File: config.mk
export PLATFORM = sky130hd
export DESIGN_NAME = axi_st_master_top
export DESIGN_NICKNAME = d
export VERILOG_FILES = /design/src/verilog/axi_st_pkg.sv /design/src/verilog/ll_pkg.sv /design/src/verilog/ll_link_if.sv /design/src/verilog/ll_auto_sync.sv /design/src/verilog/ll_transmit.sv /design/src/verilog/axi_st_master_concat.sv /design/src/verilog/axi_st_master_top.sv
export SDC_FILE = /design/constraint.sdc
export NUM_CORES = 1
export LEC_CHECK = 0
export BUFFER_PORTS_ARGS = -buffer_cell sky130_fd_sc_hd__buf_2
export CAP_MARGIN = 20
export CORE_MARGIN = 3
export CORE_UTILIZATION = 50
export DETAILED_ROUTE_END_ITERATION = 8
export PLACE_DENSITY = 0.76
export SLEW_MARGIN = 20
export SYNTH_ARGS = -nofsm -noshare
export SYNTH_HDL_FRONTEND = slang
export SYNTH_SLANG_ARGS = --single-unit
File: constraint.sdc
create_clock -name clk_wr -period 3.9 [get_ports clk_wr]
set_input_delay 0.78 -clock clk_wr [delete_from_list [all_inputs] [get_ports clk_wr]]
set_output_delay 0.78 -clock clk_wr [all_outputs]
set_load 0.02 [all_outputs]
File: src/verilog/axi_st_pkg.sv
`default_nettype none

package axi_st_pkg;

  //////////////////////////////////////////////////
  // User stream geometry
  //////////////////////////////////////////////////

  // Payload bits per user beat
  localparam int user_data_width = 64;

  // One keep bit per data byte
  localparam int user_keep_width = user_data_width / 8;

  //////////////////////////////////////////////////
  // Link rate selection
  //////////////////////////////////////////////////

  // GEN1 is half rate with two beats on channel 0
  // GEN2 is full rate with one beat across both channels
  typedef enum logic {
    GEN1 = 1'b0,
    GEN2 = 1'b1
  } gen_mode_e;

endpackage

`default_nettype wire

File: src/verilog/ll_pkg.sv
`default_nettype none

package ll_pkg;

  //////////////////////////////////////////////////
  // Link word and PHY beat layout
  //////////////////////////////////////////////////

  // Link word is data, then keep, last on top
  localparam int ll_word_width = axi_st_pkg::user_data_width +
                                 axi_st_pkg::user_keep_width + 1;

  // One PHY channel beat
  localparam int phy_width         = 40;
  localparam int phy_payload_width = 37;
  // Upper slice of the word, one pad bit short of a full payload
  localparam int phy_hi_width      = ll_word_width - phy_payload_width;

  // Overhead bits at the top of every beat
  localparam int phy_push_bit   = 39;
  localparam int phy_strobe_bit = 38;
  localparam int phy_marker_bit = 37;

  //////////////////////////////////////////////////
  // Flow control and buffering
  //////////////////////////////////////////////////

  localparam int credit_width       = 8;
  localparam int tx_fifo_depth      = 4;
  localparam int tx_fifo_addr_width = $clog2(tx_fifo_depth);
  // Extra wrap bit tells full from empty
  localparam int tx_fifo_ptr_width  = tx_fifo_addr_width + 1;

  // Per-side online sequencing
  typedef enum logic [1:0] {
    OFFLINE  = 2'd0,
    DELAYING = 2'd1,
    ONLINE   = 2'd2
  } sync_state_e;

  // Which gen1 half goes out next
  typedef enum logic {
    PH_FIRST  = 1'b0,
    PH_SECOND = 1'b1
  } beat_phase_e;

endpackage

`default_nettype wire

File: src/verilog/ll_link_if.sv
`timescale 1ns/1ns
`default_nettype none

interface ll_link_if;

  // Packed user word at the FIFO head
  logic [ll_pkg::ll_word_width-1:0] word;
  // Word offered and taken this cycle
  logic                             push;
  // Concatenator free for a new word
  logic                             link_ready;
  // One credit back from the far side
  logic                             credit_return;
  // Delayed transmit online, driven at the top
  logic                             online;

  modport tx_side (
    output word,
    output push,
    input  link_ready,
    input  credit_return,
    input  online
  );

  modport phy_side (
    input  word,
    input  push,
    output link_ready,
    output credit_return,
    input  online
  );

endinterface

`default_nettype wire

File: src/verilog/ll_auto_sync.sv
`timescale 1ns/1ns
`default_nettype none

module ll_auto_sync (
  input  logic        clk_wr,
  input  logic        rst,
  input  logic        tx_online,
  input  logic        rx_online,
  input  logic [15:0] delay_x_value,
  input  logic [15:0] delay_y_value,
  input  logic [15:0] delay_z_value,
  output logic        tx_online_delay,
  output logic        rx_online_delay,
  output logic        credit_load
);

  // Slot 0 is the transmit side, slot 1 the receive side
  logic                side_in    [2];
  logic [15:0]         side_delay [2];
  ll_pkg::sync_state_e side_state [2];
  logic [15:0]         side_count [2];

  // Credit load holdoff after tx goes online
  logic [15:0] z_count;
  logic        z_done;

  assign side_in[0]    = tx_online;
  assign side_in[1]    = rx_online;
  assign side_delay[0] = delay_x_value;
  assign side_delay[1] = delay_y_value;

  //////////////////////////////////////////////////
  // Online delay machines
  //////////////////////////////////////////////////

  always_ff @(posedge clk_wr) begin
    for (int i = 0; i < 2; i++) begin
      // Losing the input drops the side straight away
      if (rst || !side_in[i]) begin
        side_state[i] <= ll_pkg::OFFLINE;
        side_count[i] <= '0;
      end else begin
        case (side_state[i])
          ll_pkg::OFFLINE: begin
            side_count[i] <= side_delay[i];
            side_state[i] <= ll_pkg::DELAYING;
          end
          ll_pkg::DELAYING: begin
            if (side_count[i] <= 16'd1)
              side_state[i] <= ll_pkg::ONLINE;
            else
              side_count[i] <= side_count[i] - 16'd1;
          end
          default: side_state[i] <= ll_pkg::ONLINE;
        endcase
      end
    end
  end

  assign tx_online_delay = (side_state[0] == ll_pkg::ONLINE);
  assign rx_online_delay = (side_state[1] == ll_pkg::ONLINE);

  //////////////////////////////////////////////////
  // Credit load, one pulse per online period
  //////////////////////////////////////////////////

  always_ff @(posedge clk_wr) begin
    if (rst || !tx_online_delay) begin
      z_count     <= delay_z_value;
      z_done      <= 1'b0;
      credit_load <= 1'b0;
    end else begin
      credit_load <= 1'b0;
      if (!z_done) begin
        if (z_count == 16'd0) begin
          credit_load <= 1'b1;
          z_done      <= 1'b1;
        end else begin
          z_count <= z_count - 16'd1;
        end
      end
    end
  end

endmodule

`default_nettype wire

File: src/verilog/ll_transmit.sv
`timescale 1ns/1ns
`default_nettype none

module ll_transmit (
  input  logic                                   clk_wr,
  input  logic                                   rst,
  input  logic [axi_st_pkg::user_data_width-1:0] user_tdata,
  input  logic [axi_st_pkg::user_keep_width-1:0] user_tkeep,
  input  logic                                   user_tlast,
  input  logic                                   user_tvalid,
  output logic                                   user_tready,
  input  logic [ll_pkg::credit_width-1:0]        init_st_credit,
  input  logic                                   credit_load,
  input  logic                                   rx_online_delay,
  ll_link_if.tx_side                             link,
  output logic [15:0]                            tx_st_debug_status
);

  // Word storage, payload only
  logic [ll_pkg::ll_word_width-1:0]     fifo_mem [ll_pkg::tx_fifo_depth];

  // Pointers carry a wrap bit above the address
  logic [ll_pkg::tx_fifo_ptr_width-1:0] wr_ptr;
  logic [ll_pkg::tx_fifo_ptr_width-1:0] rd_ptr;
  logic [ll_pkg::tx_fifo_ptr_width-1:0] fifo_count;
  logic                                 fifo_full;
  logic                                 fifo_empty;
  logic                                 wr_en;

  // Credits granted by the far side
  logic [ll_pkg::credit_width-1:0]      credit;
  logic                                 credit_add;
  logic                                 credit_avail;
  logic [ll_pkg::ll_word_width-1:0]     packed_word;

  //////////////////////////////////////////////////
  // User side
  //////////////////////////////////////////////////

  // Last on top, keep next, data at the bottom
  assign packed_word = {user_tlast, user_tkeep, user_tdata};

  assign fifo_count = wr_ptr - rd_ptr;
  assign fifo_full  = (fifo_count == ll_pkg::tx_fifo_depth);
  assign fifo_empty = (fifo_count == '0);

  // Accept only once the link is up and there is room
  assign user_tready = !fifo_full && link.online;
  assign wr_en       = user_tvalid && user_tready;

  always_ff @(posedge clk_wr) begin
    if (wr_en)
      fifo_mem[wr_ptr[ll_pkg::tx_fifo_addr_width-1:0]] <= packed_word;
  end

  always_ff @(posedge clk_wr) begin
    if (rst) begin
      wr_ptr <= '0;
      rd_ptr <= '0;
    end else begin
      if (wr_en)
        wr_ptr <= wr_ptr + ll_pkg::tx_fifo_ptr_width'(1);
      // Head leaves on every push
      if (link.push)
        rd_ptr <= rd_ptr + ll_pkg::tx_fifo_ptr_width'(1);
    end
  end

  //////////////////////////////////////////////////
  // Credit accounting and release
  //////////////////////////////////////////////////

  // Returns only count while rx side is up
  assign credit_add   = link.credit_return && rx_online_delay;
  assign credit_avail = (credit != '0);

  // Head word goes out when a credit and the concatenator are both free
  assign link.push = link.online && !fifo_empty && credit_avail && link.link_ready;
  assign link.word = fifo_mem[rd_ptr[ll_pkg::tx_fifo_addr_width-1:0]];

  always_ff @(posedge clk_wr) begin
    if (rst) begin
      credit <= '0;
    end else if (credit_load) begin
      credit <= init_st_credit;
    end else begin
      case ({credit_add, link.push})
        2'b10:   credit <= credit + ll_pkg::credit_width'(1);
        2'b01:   credit <= credit - ll_pkg::credit_width'(1);
        // Return and spend in the same cycle cancel out
        default: credit <= credit;
      endcase
    end
  end

  // Occupancy high byte, credit low byte
  assign tx_st_debug_status = {
    {(16 - ll_pkg::credit_width - ll_pkg::tx_fifo_ptr_width){1'b0}},
    fifo_count,
    credit
  };

endmodule

`default_nettype wire

File: src/verilog/axi_st_master_concat.sv
`timescale 1ns/1ns
`default_nettype none

module axi_st_master_concat (
  input  logic                        clk_wr,
  input  logic                        rst,
  input  logic                        m_gen2_mode,
  ll_link_if.phy_side                 link,
  output logic [ll_pkg::phy_width-1:0] tx_phy0,
  output logic [ll_pkg::phy_width-1:0] tx_phy1,
  input  logic [ll_pkg::phy_width-1:0] rx_phy0,
  // Reserved channel, nothing comes back on it yet
  input  logic [ll_pkg::phy_width-1:0] rx_phy1
);

  axi_st_pkg::gen_mode_e            gen_mode;
  ll_pkg::beat_phase_e              phase;
  // Upper half parked for the gen1 second beat
  logic [ll_pkg::phy_hi_width-1:0]  hi_hold;
  logic [ll_pkg::phy_payload_width-1:0] lo_slice;
  logic [ll_pkg::phy_payload_width-1:0] hi_slice;
  logic [ll_pkg::phy_width-1:0]     idle_beat;

  // Push, persistent strobe, marker, then payload
  function automatic logic [ll_pkg::phy_width-1:0] make_beat(
    input logic                                push_b,
    input logic                                marker_b,
    input logic [ll_pkg::phy_payload_width-1:0] payload
  );
    logic [ll_pkg::phy_width-1:0] beat;
    beat                         = '0;
    beat[ll_pkg::phy_push_bit]   = push_b;
    beat[ll_pkg::phy_strobe_bit] = 1'b1;
    beat[ll_pkg::phy_marker_bit] = marker_b;
    beat[ll_pkg::phy_payload_width-1:0] = payload;
    return beat;
  endfunction

  assign gen_mode  = axi_st_pkg::gen_mode_e'(m_gen2_mode);
  assign lo_slice  = link.word[ll_pkg::phy_payload_width-1:0];
  // One zero pad on top of the upper slice
  assign hi_slice  = {1'b0, link.word[ll_pkg::ll_word_width-1:ll_pkg::phy_payload_width]};
  assign idle_beat = make_beat(1'b0, 1'b1, '0);

  // Busy only while the gen1 upper half is pending
  assign link.link_ready = (phase == ll_pkg::PH_FIRST);

  //////////////////////////////////////////////////
  // Beat formatting
  //////////////////////////////////////////////////

  always_ff @(posedge clk_wr) begin
    if (link.push)
      hi_hold <= link.word[ll_pkg::ll_word_width-1:ll_pkg::phy_payload_width];
  end

  always_ff @(posedge clk_wr) begin
    if (rst) begin
      tx_phy0 <= '0;
      tx_phy1 <= '0;
      phase   <= ll_pkg::PH_FIRST;
    end else if (!link.online) begin
      // Quiet lines until the link is up
      tx_phy0 <= '0;
      tx_phy1 <= '0;
      phase   <= ll_pkg::PH_FIRST;
    end else if (phase == ll_pkg::PH_SECOND) begin
      tx_phy0 <= make_beat(1'b1, 1'b0, {1'b0, hi_hold});
      tx_phy1 <= idle_beat;
      phase   <= ll_pkg::PH_FIRST;
    end else if (link.push && gen_mode == axi_st_pkg::GEN2) begin
      tx_phy0 <= make_beat(1'b1, 1'b1, lo_slice);
      tx_phy1 <= make_beat(1'b1, 1'b0, hi_slice);
    end else if (link.push) begin
      // Gen1 low half now, upper half next cycle
      tx_phy0 <= make_beat(1'b1, 1'b1, lo_slice);
      tx_phy1 <= idle_beat;
      phase   <= ll_pkg::PH_SECOND;
    end else begin
      tx_phy0 <= idle_beat;
      tx_phy1 <= idle_beat;
    end
  end

  // Credit return rides on bit 0 of channel 0
  always_ff @(posedge clk_wr) begin
    if (rst)
      link.credit_return <= 1'b0;
    else
      link.credit_return <= rx_phy0[0];
  end

endmodule

`default_nettype wire

File: src/verilog/axi_st_master_top.sv
`timescale 1ns/1ns
`default_nettype none

module axi_st_master_top (
  input  logic                                   clk_wr,
  input  logic                                   rst,

  // Link bring-up
  input  logic                                   tx_online,
  input  logic                                   rx_online,
  input  logic [ll_pkg::credit_width-1:0]        init_st_credit,
  input  logic                                   m_gen2_mode,
  input  logic [15:0]                            delay_x_value,
  input  logic [15:0]                            delay_y_value,
  input  logic [15:0]                            delay_z_value,

  // AXI-stream user side
  input  logic [axi_st_pkg::user_data_width-1:0] user_tdata,
  input  logic [axi_st_pkg::user_keep_width-1:0] user_tkeep,
  input  logic                                   user_tlast,
  input  logic                                   user_tvalid,
  output logic                                   user_tready,

  // PHY channels
  output logic [ll_pkg::phy_width-1:0]           tx_phy0,
  input  logic [ll_pkg::phy_width-1:0]           rx_phy0,
  output logic [ll_pkg::phy_width-1:0]           tx_phy1,
  input  logic [ll_pkg::phy_width-1:0]           rx_phy1,

  output logic [15:0]                            tx_st_debug_status
);

  logic tx_online_delay;
  logic rx_online_delay;
  logic credit_load;

  ll_link_if link_i ();

  assign link_i.online = tx_online_delay;

  //////////////////////////////////////////////////
  // Bring-up, buffering, PHY formatting
  //////////////////////////////////////////////////

  ll_auto_sync ll_auto_sync_i (
    .clk_wr          (clk_wr),
    .rst             (rst),
    .tx_online       (tx_online),
    .rx_online       (rx_online),
    .delay_x_value   (delay_x_value),
    .delay_y_value   (delay_y_value),
    .delay_z_value   (delay_z_value),
    .tx_online_delay (tx_online_delay),
    .rx_online_delay (rx_online_delay),
    .credit_load     (credit_load)
  );

  ll_transmit ll_transmit_i (
    .clk_wr             (clk_wr),
    .rst                (rst),
    .user_tdata         (user_tdata),
    .user_tkeep         (user_tkeep),
    .user_tlast         (user_tlast),
    .user_tvalid        (user_tvalid),
    .user_tready        (user_tready),
    .init_st_credit     (init_st_credit),
    .credit_load        (credit_load),
    .rx_online_delay    (rx_online_delay),
    .link               (link_i.tx_side),
    .tx_st_debug_status (tx_st_debug_status)
  );

  axi_st_master_concat axi_st_master_concat_i (
    .clk_wr      (clk_wr),
    .rst         (rst),
    .m_gen2_mode (m_gen2_mode),
    .link        (link_i.phy_side),
    .tx_phy0     (tx_phy0),
    .tx_phy1     (tx_phy1),
    .rx_phy0     (rx_phy0),
    .rx_phy1     (rx_phy1)
  );

endmodule

`default_nettype wire

Word level (Yosys, flattened, before mapping)

Memory sizes are Yosys's and may differ from the RTL's. A register that Yosys moved wholly into a read port is not among the register bits.
Index checks and enable logic that the tools add are counted.
W data, S select, Z words.

Register bits: 150
Input bits: 215
Memories: 3
Word-level logic and storage cells: 137
Bits in writable memories: 328
Output and inout bits: 97

Memories:

| memory                    | depth | bits a word | read ports | clocked after Yosys merged registers in | write ports | line               | RTL |
|---|---|---|---|---|---|---|---|
| ll_transmit_i.fifo_mem    | 4     | 73          | 1          | 1                                       | 1           | ll_transmit.sv:20  | `logic [ll_pkg::ll_word_width-1:0] fifo_mem [ll_pkg::tx_fifo_depth];` |
| ll_auto_sync_i.side_count | 2     | 16          | 2          | 0                                       | 2           | ll_auto_sync.sv:21 | `logic [15:0] side_count [2];` |
| ll_auto_sync_i.side_state | 2     | 2           | 2          | 0                                       | 2           | ll_auto_sync.sv:20 | `ll_pkg::sync_state_e side_state [2];` |

Order comparisons: 2
Reduce and logical (&&, ||, !) cells: 29
Equal/unequal tests: 9
Mux-type cells: 59
Add/sub/neg operators: 8
Bitwise gates (word level): 13

Operator list:

| kind                    | number |
|---|---|
| $mux W40                | 4 |
| $mux W16                | 7 |
| $sub A16 B1 Y16 const B | 3 |
| $mux W39                | 1 |
| $mux W1                 | 37 |
| $le A16 B1 Y1 const B   | 2 |
| $logic_not A16 Y1       | 1 |
| $mux W2                 | 8 |
| $pmux W8 S2             | 1 |
| $or A1 B1 Y1            | 10 |
| $add A8 B1 Y8 const B   | 1 |
| $mux W8                 | 1 |
| $reduce_bool A8 Y1      | 1 |
| $reduce_or A2 Y1        | 4 |
| $reduce_or A4 Y1        | 2 |
| $sub A8 B1 Y8 const B   | 1 |
| $logic_and A1 B1 Y1     | 7 |
| $add A3 B1 Y3 const B   | 2 |
| $eq A2 B1 Y1 const B    | 3 |
| $eq A2 B2 Y1 const B    | 3 |
| $logic_not A1 Y1        | 5 |
| $logic_not A2 Y1        | 2 |
| $eq A3 B3 Y1 const B    | 1 |
| $logic_not A3 Y1        | 1 |
| other kinds (8)         | 12 |

Logic depth before layout (Yosys ltp)

Depth in word-level cells: 9
Depth in mapped cells: 16

Hierarchy

A second synthesis with hierarchy kept.

Cell total of the unflattened synthesis: 1174
Area, all modules: 18616.6 µm²

By module, submodules not included:

| module               | instances | area each (µm²) | cells an instance |
|---|---|---|---|
| ll_transmit          | 1         | 11677.4         | 534 |
| axi_st_master_concat | 1         | 3833.7          | 336 |
| ll_auto_sync         | 1         | 3105.5          | 304 |

Worst setup path after synthesis

OpenSTA, ideal clock, no wires.

Path kind: flip-flop to flip-flop
From: register ll_transmit_i.wr_ptr[0] in the netlist's numbering
To: memory ll_transmit_i.fifo_mem[3][0] in the netlist's numbering, enable pin
Setup time: 441 ps
Data arrival time: 3825 ps
Slack: -366 ps
Required time: 3459 ps
Buffers on the path: 0
Cell stages (with the launch flop): 7
Clock period less this slack: 4266 ps
Cell sequence: dfxtp_1 -> inv_1 -> ha_1 -> fa_1 -> xor3_1 -> a31oi_1 -> and3_1

Cells in the longest elaborated chain, start to end: 7

RTL lines:

| element                       | line                    | RTL |
|---|---|---|
| from (decl)                   | ll_transmit.sv:23       | `logic [ll_pkg::tx_fifo_ptr_width-1:0] wr_ptr;` |
| from (signal assigned)        | ll_transmit.sv:62       | `wr_ptr <= wr_ptr + ll_pkg::tx_fifo_ptr_width'(1);` |
| $sub A3 B3 Y3                 | ll_transmit.sv:43       | `assign fifo_count = wr_ptr - rd_ptr;` |
| net tx_st_debug_status[10]    | axi_st_master_top.sv:30 | `output logic [15:0] tx_st_debug_status` |
| $eq A3 B3 Y1                  | ll_transmit.sv:44       | `assign fifo_full = (fifo_count == ll_pkg::tx_fifo_depth);` |
| $logic_not A1 Y1              | ll_transmit.sv:48       | `assign user_tready = !fifo_full && link.online;` |
| $logic_and A1 B1 Y1           | ll_transmit.sv:48       |  |
| net user_tready               | axi_st_master_top.sv:22 | `output logic user_tready,` |
| $logic_and A1 B1 Y1           | ll_transmit.sv:49       | `assign wr_en = user_tvalid && user_tready;` |
| $mux W1                       | ll_transmit.sv:52       | `if (wr_en)` |
| $mux W1 (not written as such) | ll_transmit.sv:53       | `fifo_mem[wr_ptr[ll_pkg::tx_fifo_addr_width-1:0]] <= packed_word;` |
| to (decl)                     | ll_transmit.sv:20       |  |

The timed path passes the listed nets, and every way through them passes these cells.

Final worst setup path

From: register ll_transmit_i.wr_ptr[0] in the netlist's numbering
To: output port user_tready

Cells in the longest elaborated chain, start to end: 4

RTL lines:

| element             | line |
|---|---|
| $sub A3 B3 Y3       | ll_transmit.sv:43 |
| $eq A3 B3 Y1        | ll_transmit.sv:44 |
| $logic_not A1 Y1    | ll_transmit.sv:48 |
| $logic_and A1 B1 Y1 | ll_transmit.sv:48 |
| to (decl)           | axi_st_master_top.sv:22 |

Every way passes these cells.

==> impl_metrics.ini <==
[die]
die_y_um = 197
ios = 312
rows = 69
initial_utilization_pct = 51.1
core_um2 = 35700
die_w_um = 197
design.die.area_um2 = 38800

[cts]
cts_buffer_depth = 3
cts_tree = done
cts_setup_buffers = 0
clock-root-buffer = clkbuf_16
clk_pin_slew_worst_paths_ps = 60
cts_sinks = 478
h-tree-depth = 2
worstSkewPairLatency_ps = 590
post_cts_resized = 0
cts_hold_buf = 0
cts_buffers = 47

[timing]
fin_ws_ps = 468
rsz0062_at_grt = no
fin_crit_sh_pct = 88.0
fin_crit_ps = 3430
hold_violations = 0
setup_viol = 0
max_freq_mhz = 291
worstMarginPinSlew_ps = 1090
slew_headroom_pct = 27.4
drv_slew = 0
clock_skew_ps = 19.8
setup-tns-final_ps = 0

[final_layout]
fin_cells = 1837
syn_to_final_growth_pct = 18.2
nets = 1563
stdcell_area_um2 = 21600
final_layout_size_suffix_gt1_share_pct = 30.8
n_fill_cell = 2662

[logic_synthesis]
synth_ff_type = edfxtp_1
netlist.area_leader.share_pct = 62.5
synthCells = 1096
ys_warn_count = 0
synth_edf_count = 380
synthArstFlopShare_pct = 0
ys_seq_area_share_pct = 73.2
ys_top_cells_by_count = edfxtp_1 (380), dfxtp_1 (98), nor2_1 (88), mux4_2 (73), nand2_1 (59)
syn_area_um2 = 18300
syn_area_per_cell_um2 = 16.7
synth_most_common_cell = edfxtp_1
synth.ff_latch_count = 478
synth_top_area_cell = edfxtp_1
ys_types = 65
synth.area.top_cells = edfxtp_1 (62%), dfxtp_1 (11%), mux4_2 (9.0%)

[setup_path]
worstPathMaxFanout = 7
rr_startpoint = ll_transmit_i.wr_ptr[0]
critical_path_arrival_ps = 2650
end_kind = output port
cp-start-kind = flip-flop
cp.required_ps = 3120
crit_type = flip-flop to output port
startpoint = ll_transmit_i.wr_ptr[0]

[placement]
place.gp.congestion = 0.837
dp_cells = 1747
dp_hpwl_um = 24200
io_buffers = 226
pre_cts_ws_ps = 525
place_area_um2 = 20000

[global_route]
grt_max_degree = 69
antenna_found_initial = 6
grt.total_usage_pct = 20.1
gr-total-overflow = 0
first_global_vias = 10600
grt_pass1_wl_um = 59800

[drt]
wl_per_cell_um = 21.2
drc = 0
first_iter_violations = 567
routed-via-count = 10300
routed_wl_um = 39000
drtAntennaViolNets = 0
dr.pass1.iters = 5
viasPerCell = 5.61

[pwr]
ir_drop_uv = 433
power_density_nw_per_um2 = 503
finalPower_w = 0.0108
p_leak_nw = 7.73

[min_path]
min_from = user_tdata[34]
hp-class = input port to flip-flop

[flow_run]
cap_violations = 0

[outcome]
status = complete, no violations
## path summary, 6_finish.rpt
kind | cells after the start | slack, ps | end
worst max-delay path | 6 | 470 | user_tready
worst min-delay path | 1 | 400 | ll_transmit_i.fifo_mem[3][34]
worst max register to register | 15 | 490 | ll_transmit_i.credit[4]
worst min register to register | 1 | 460 | ll_auto_sync_i.credit_load
## registers in the layout, summed over array words and instances, names as in the netlist, named ones only
signal                                     count
ll_auto_sync_i.credit_load                     1
ll_transmit_i.wr_ptr                           3
ll_transmit_i.rd_ptr                           3
axi_st_master_concat_i.tx_phy0                40
axi_st_master_concat_i.link.credit_return      1
ll_transmit_i.fifo_mem                       292
axi_st_master_concat_i.phase                   1
ll_auto_sync_i.z_done                          1
ll_auto_sync_i.z_count                        16
axi_st_master_concat_i.hi_hold                36
ll_auto_sync_i.side_count                     32
ll_transmit_i.credit                           8
ll_auto_sync_i.side_state                      4
axi_st_master_concat_i.tx_phy1                38
## cell usage in the layout, fill, tap and decap left out, types with 11 or more instances in the layout
master	netlist	routed
edfxtp_1	380	380
buf_2	19	226
dfxtp_1	98	95
nor2_1	88	88
mux4_2	73	73
nand2_1	59	59
clkbuf_16	0	48
a22oi_1	37	37
and2_1	36	36
o21ai_0	30	29
xnor2_1	27	27
nor3_1	18	18
nand3_1	16	16
buf_4	8	15
xor2_1	14	14
inv_1	14	13
nor4_1	12	12
ha_1	12	12
o22ai_1	11	11
## per-stage QoR
step / hold slack [ps] / utilization [%]
floorplan: 415 / -
global placement: 430 / 55.8
detailed placement: 452 / 55.8
CTS: 360 / 60.4
global route: 375 / 60.4
finish: 404 / 60.4
## layout make-up
| cell class | instances | area (µm²) | area share (%) |
|---|---|---|---|
| multi-input combinational | 545 | 4550 | 21.1 |
| sequential | 478 | 13400 | 62.0 |
| inverter | 15 | 57.6 | 0.267 |
| tap | 461 | 577 | 2.67 |
| timing repair buffer | 248 | 1380 | 6.41 |
| antenna | 2 | 5.00 | 0.0232 |
| clock buffer | 60 | 1290 | 5.96 |
| clock inverter | 28 | 334 | 1.55 |
## cell families after synthesis
group | Yosys count | synth area share (%)
flip-flops | 478 | 73.2
buffers and inverters | 78 | 2.04
other | 1 | 0.0205
adder cells (fa/ha/maj) | 13 | 0.932
multiplexers | 74 | 9.06
AO/OA/AOI/OAI | 124 | 4.65
AND/OR/NAND/NOR | 286 | 7.96
XOR/XNOR | 42 | 2.10
## routing by layer
metal  share of wire, %  routed length, µm  global-route usage [%]  up-vias
met4                2.7               1030                    7.39        6
met3                6.7               2630                    4.45       80
met2                 50              19400                    33.4      349
met1                 41              15900                    26.3     5171
li1                   -                  -                       -     4703
met5              0.095                 37                       0        -
## power by group
| part | switching (W) | internal (W) |
|---|---|---|
| registers | 0.0000710 | 0.00558 |
| logic | 0.000298 | 0.000235 |
| clock network | 0.00191 | 0.00275 |
| total | 0.00228 | 0.00857 |
## critical path, stage by stage (launching register included)
cell and delay, ps:
dfxtp_1 350, inv_1 110, ha_1 200, fa_1 380, xor3_1 250, a31oi_1 500
buf_2 290
No activity file was read; power rests on OpenSTA's default activity.
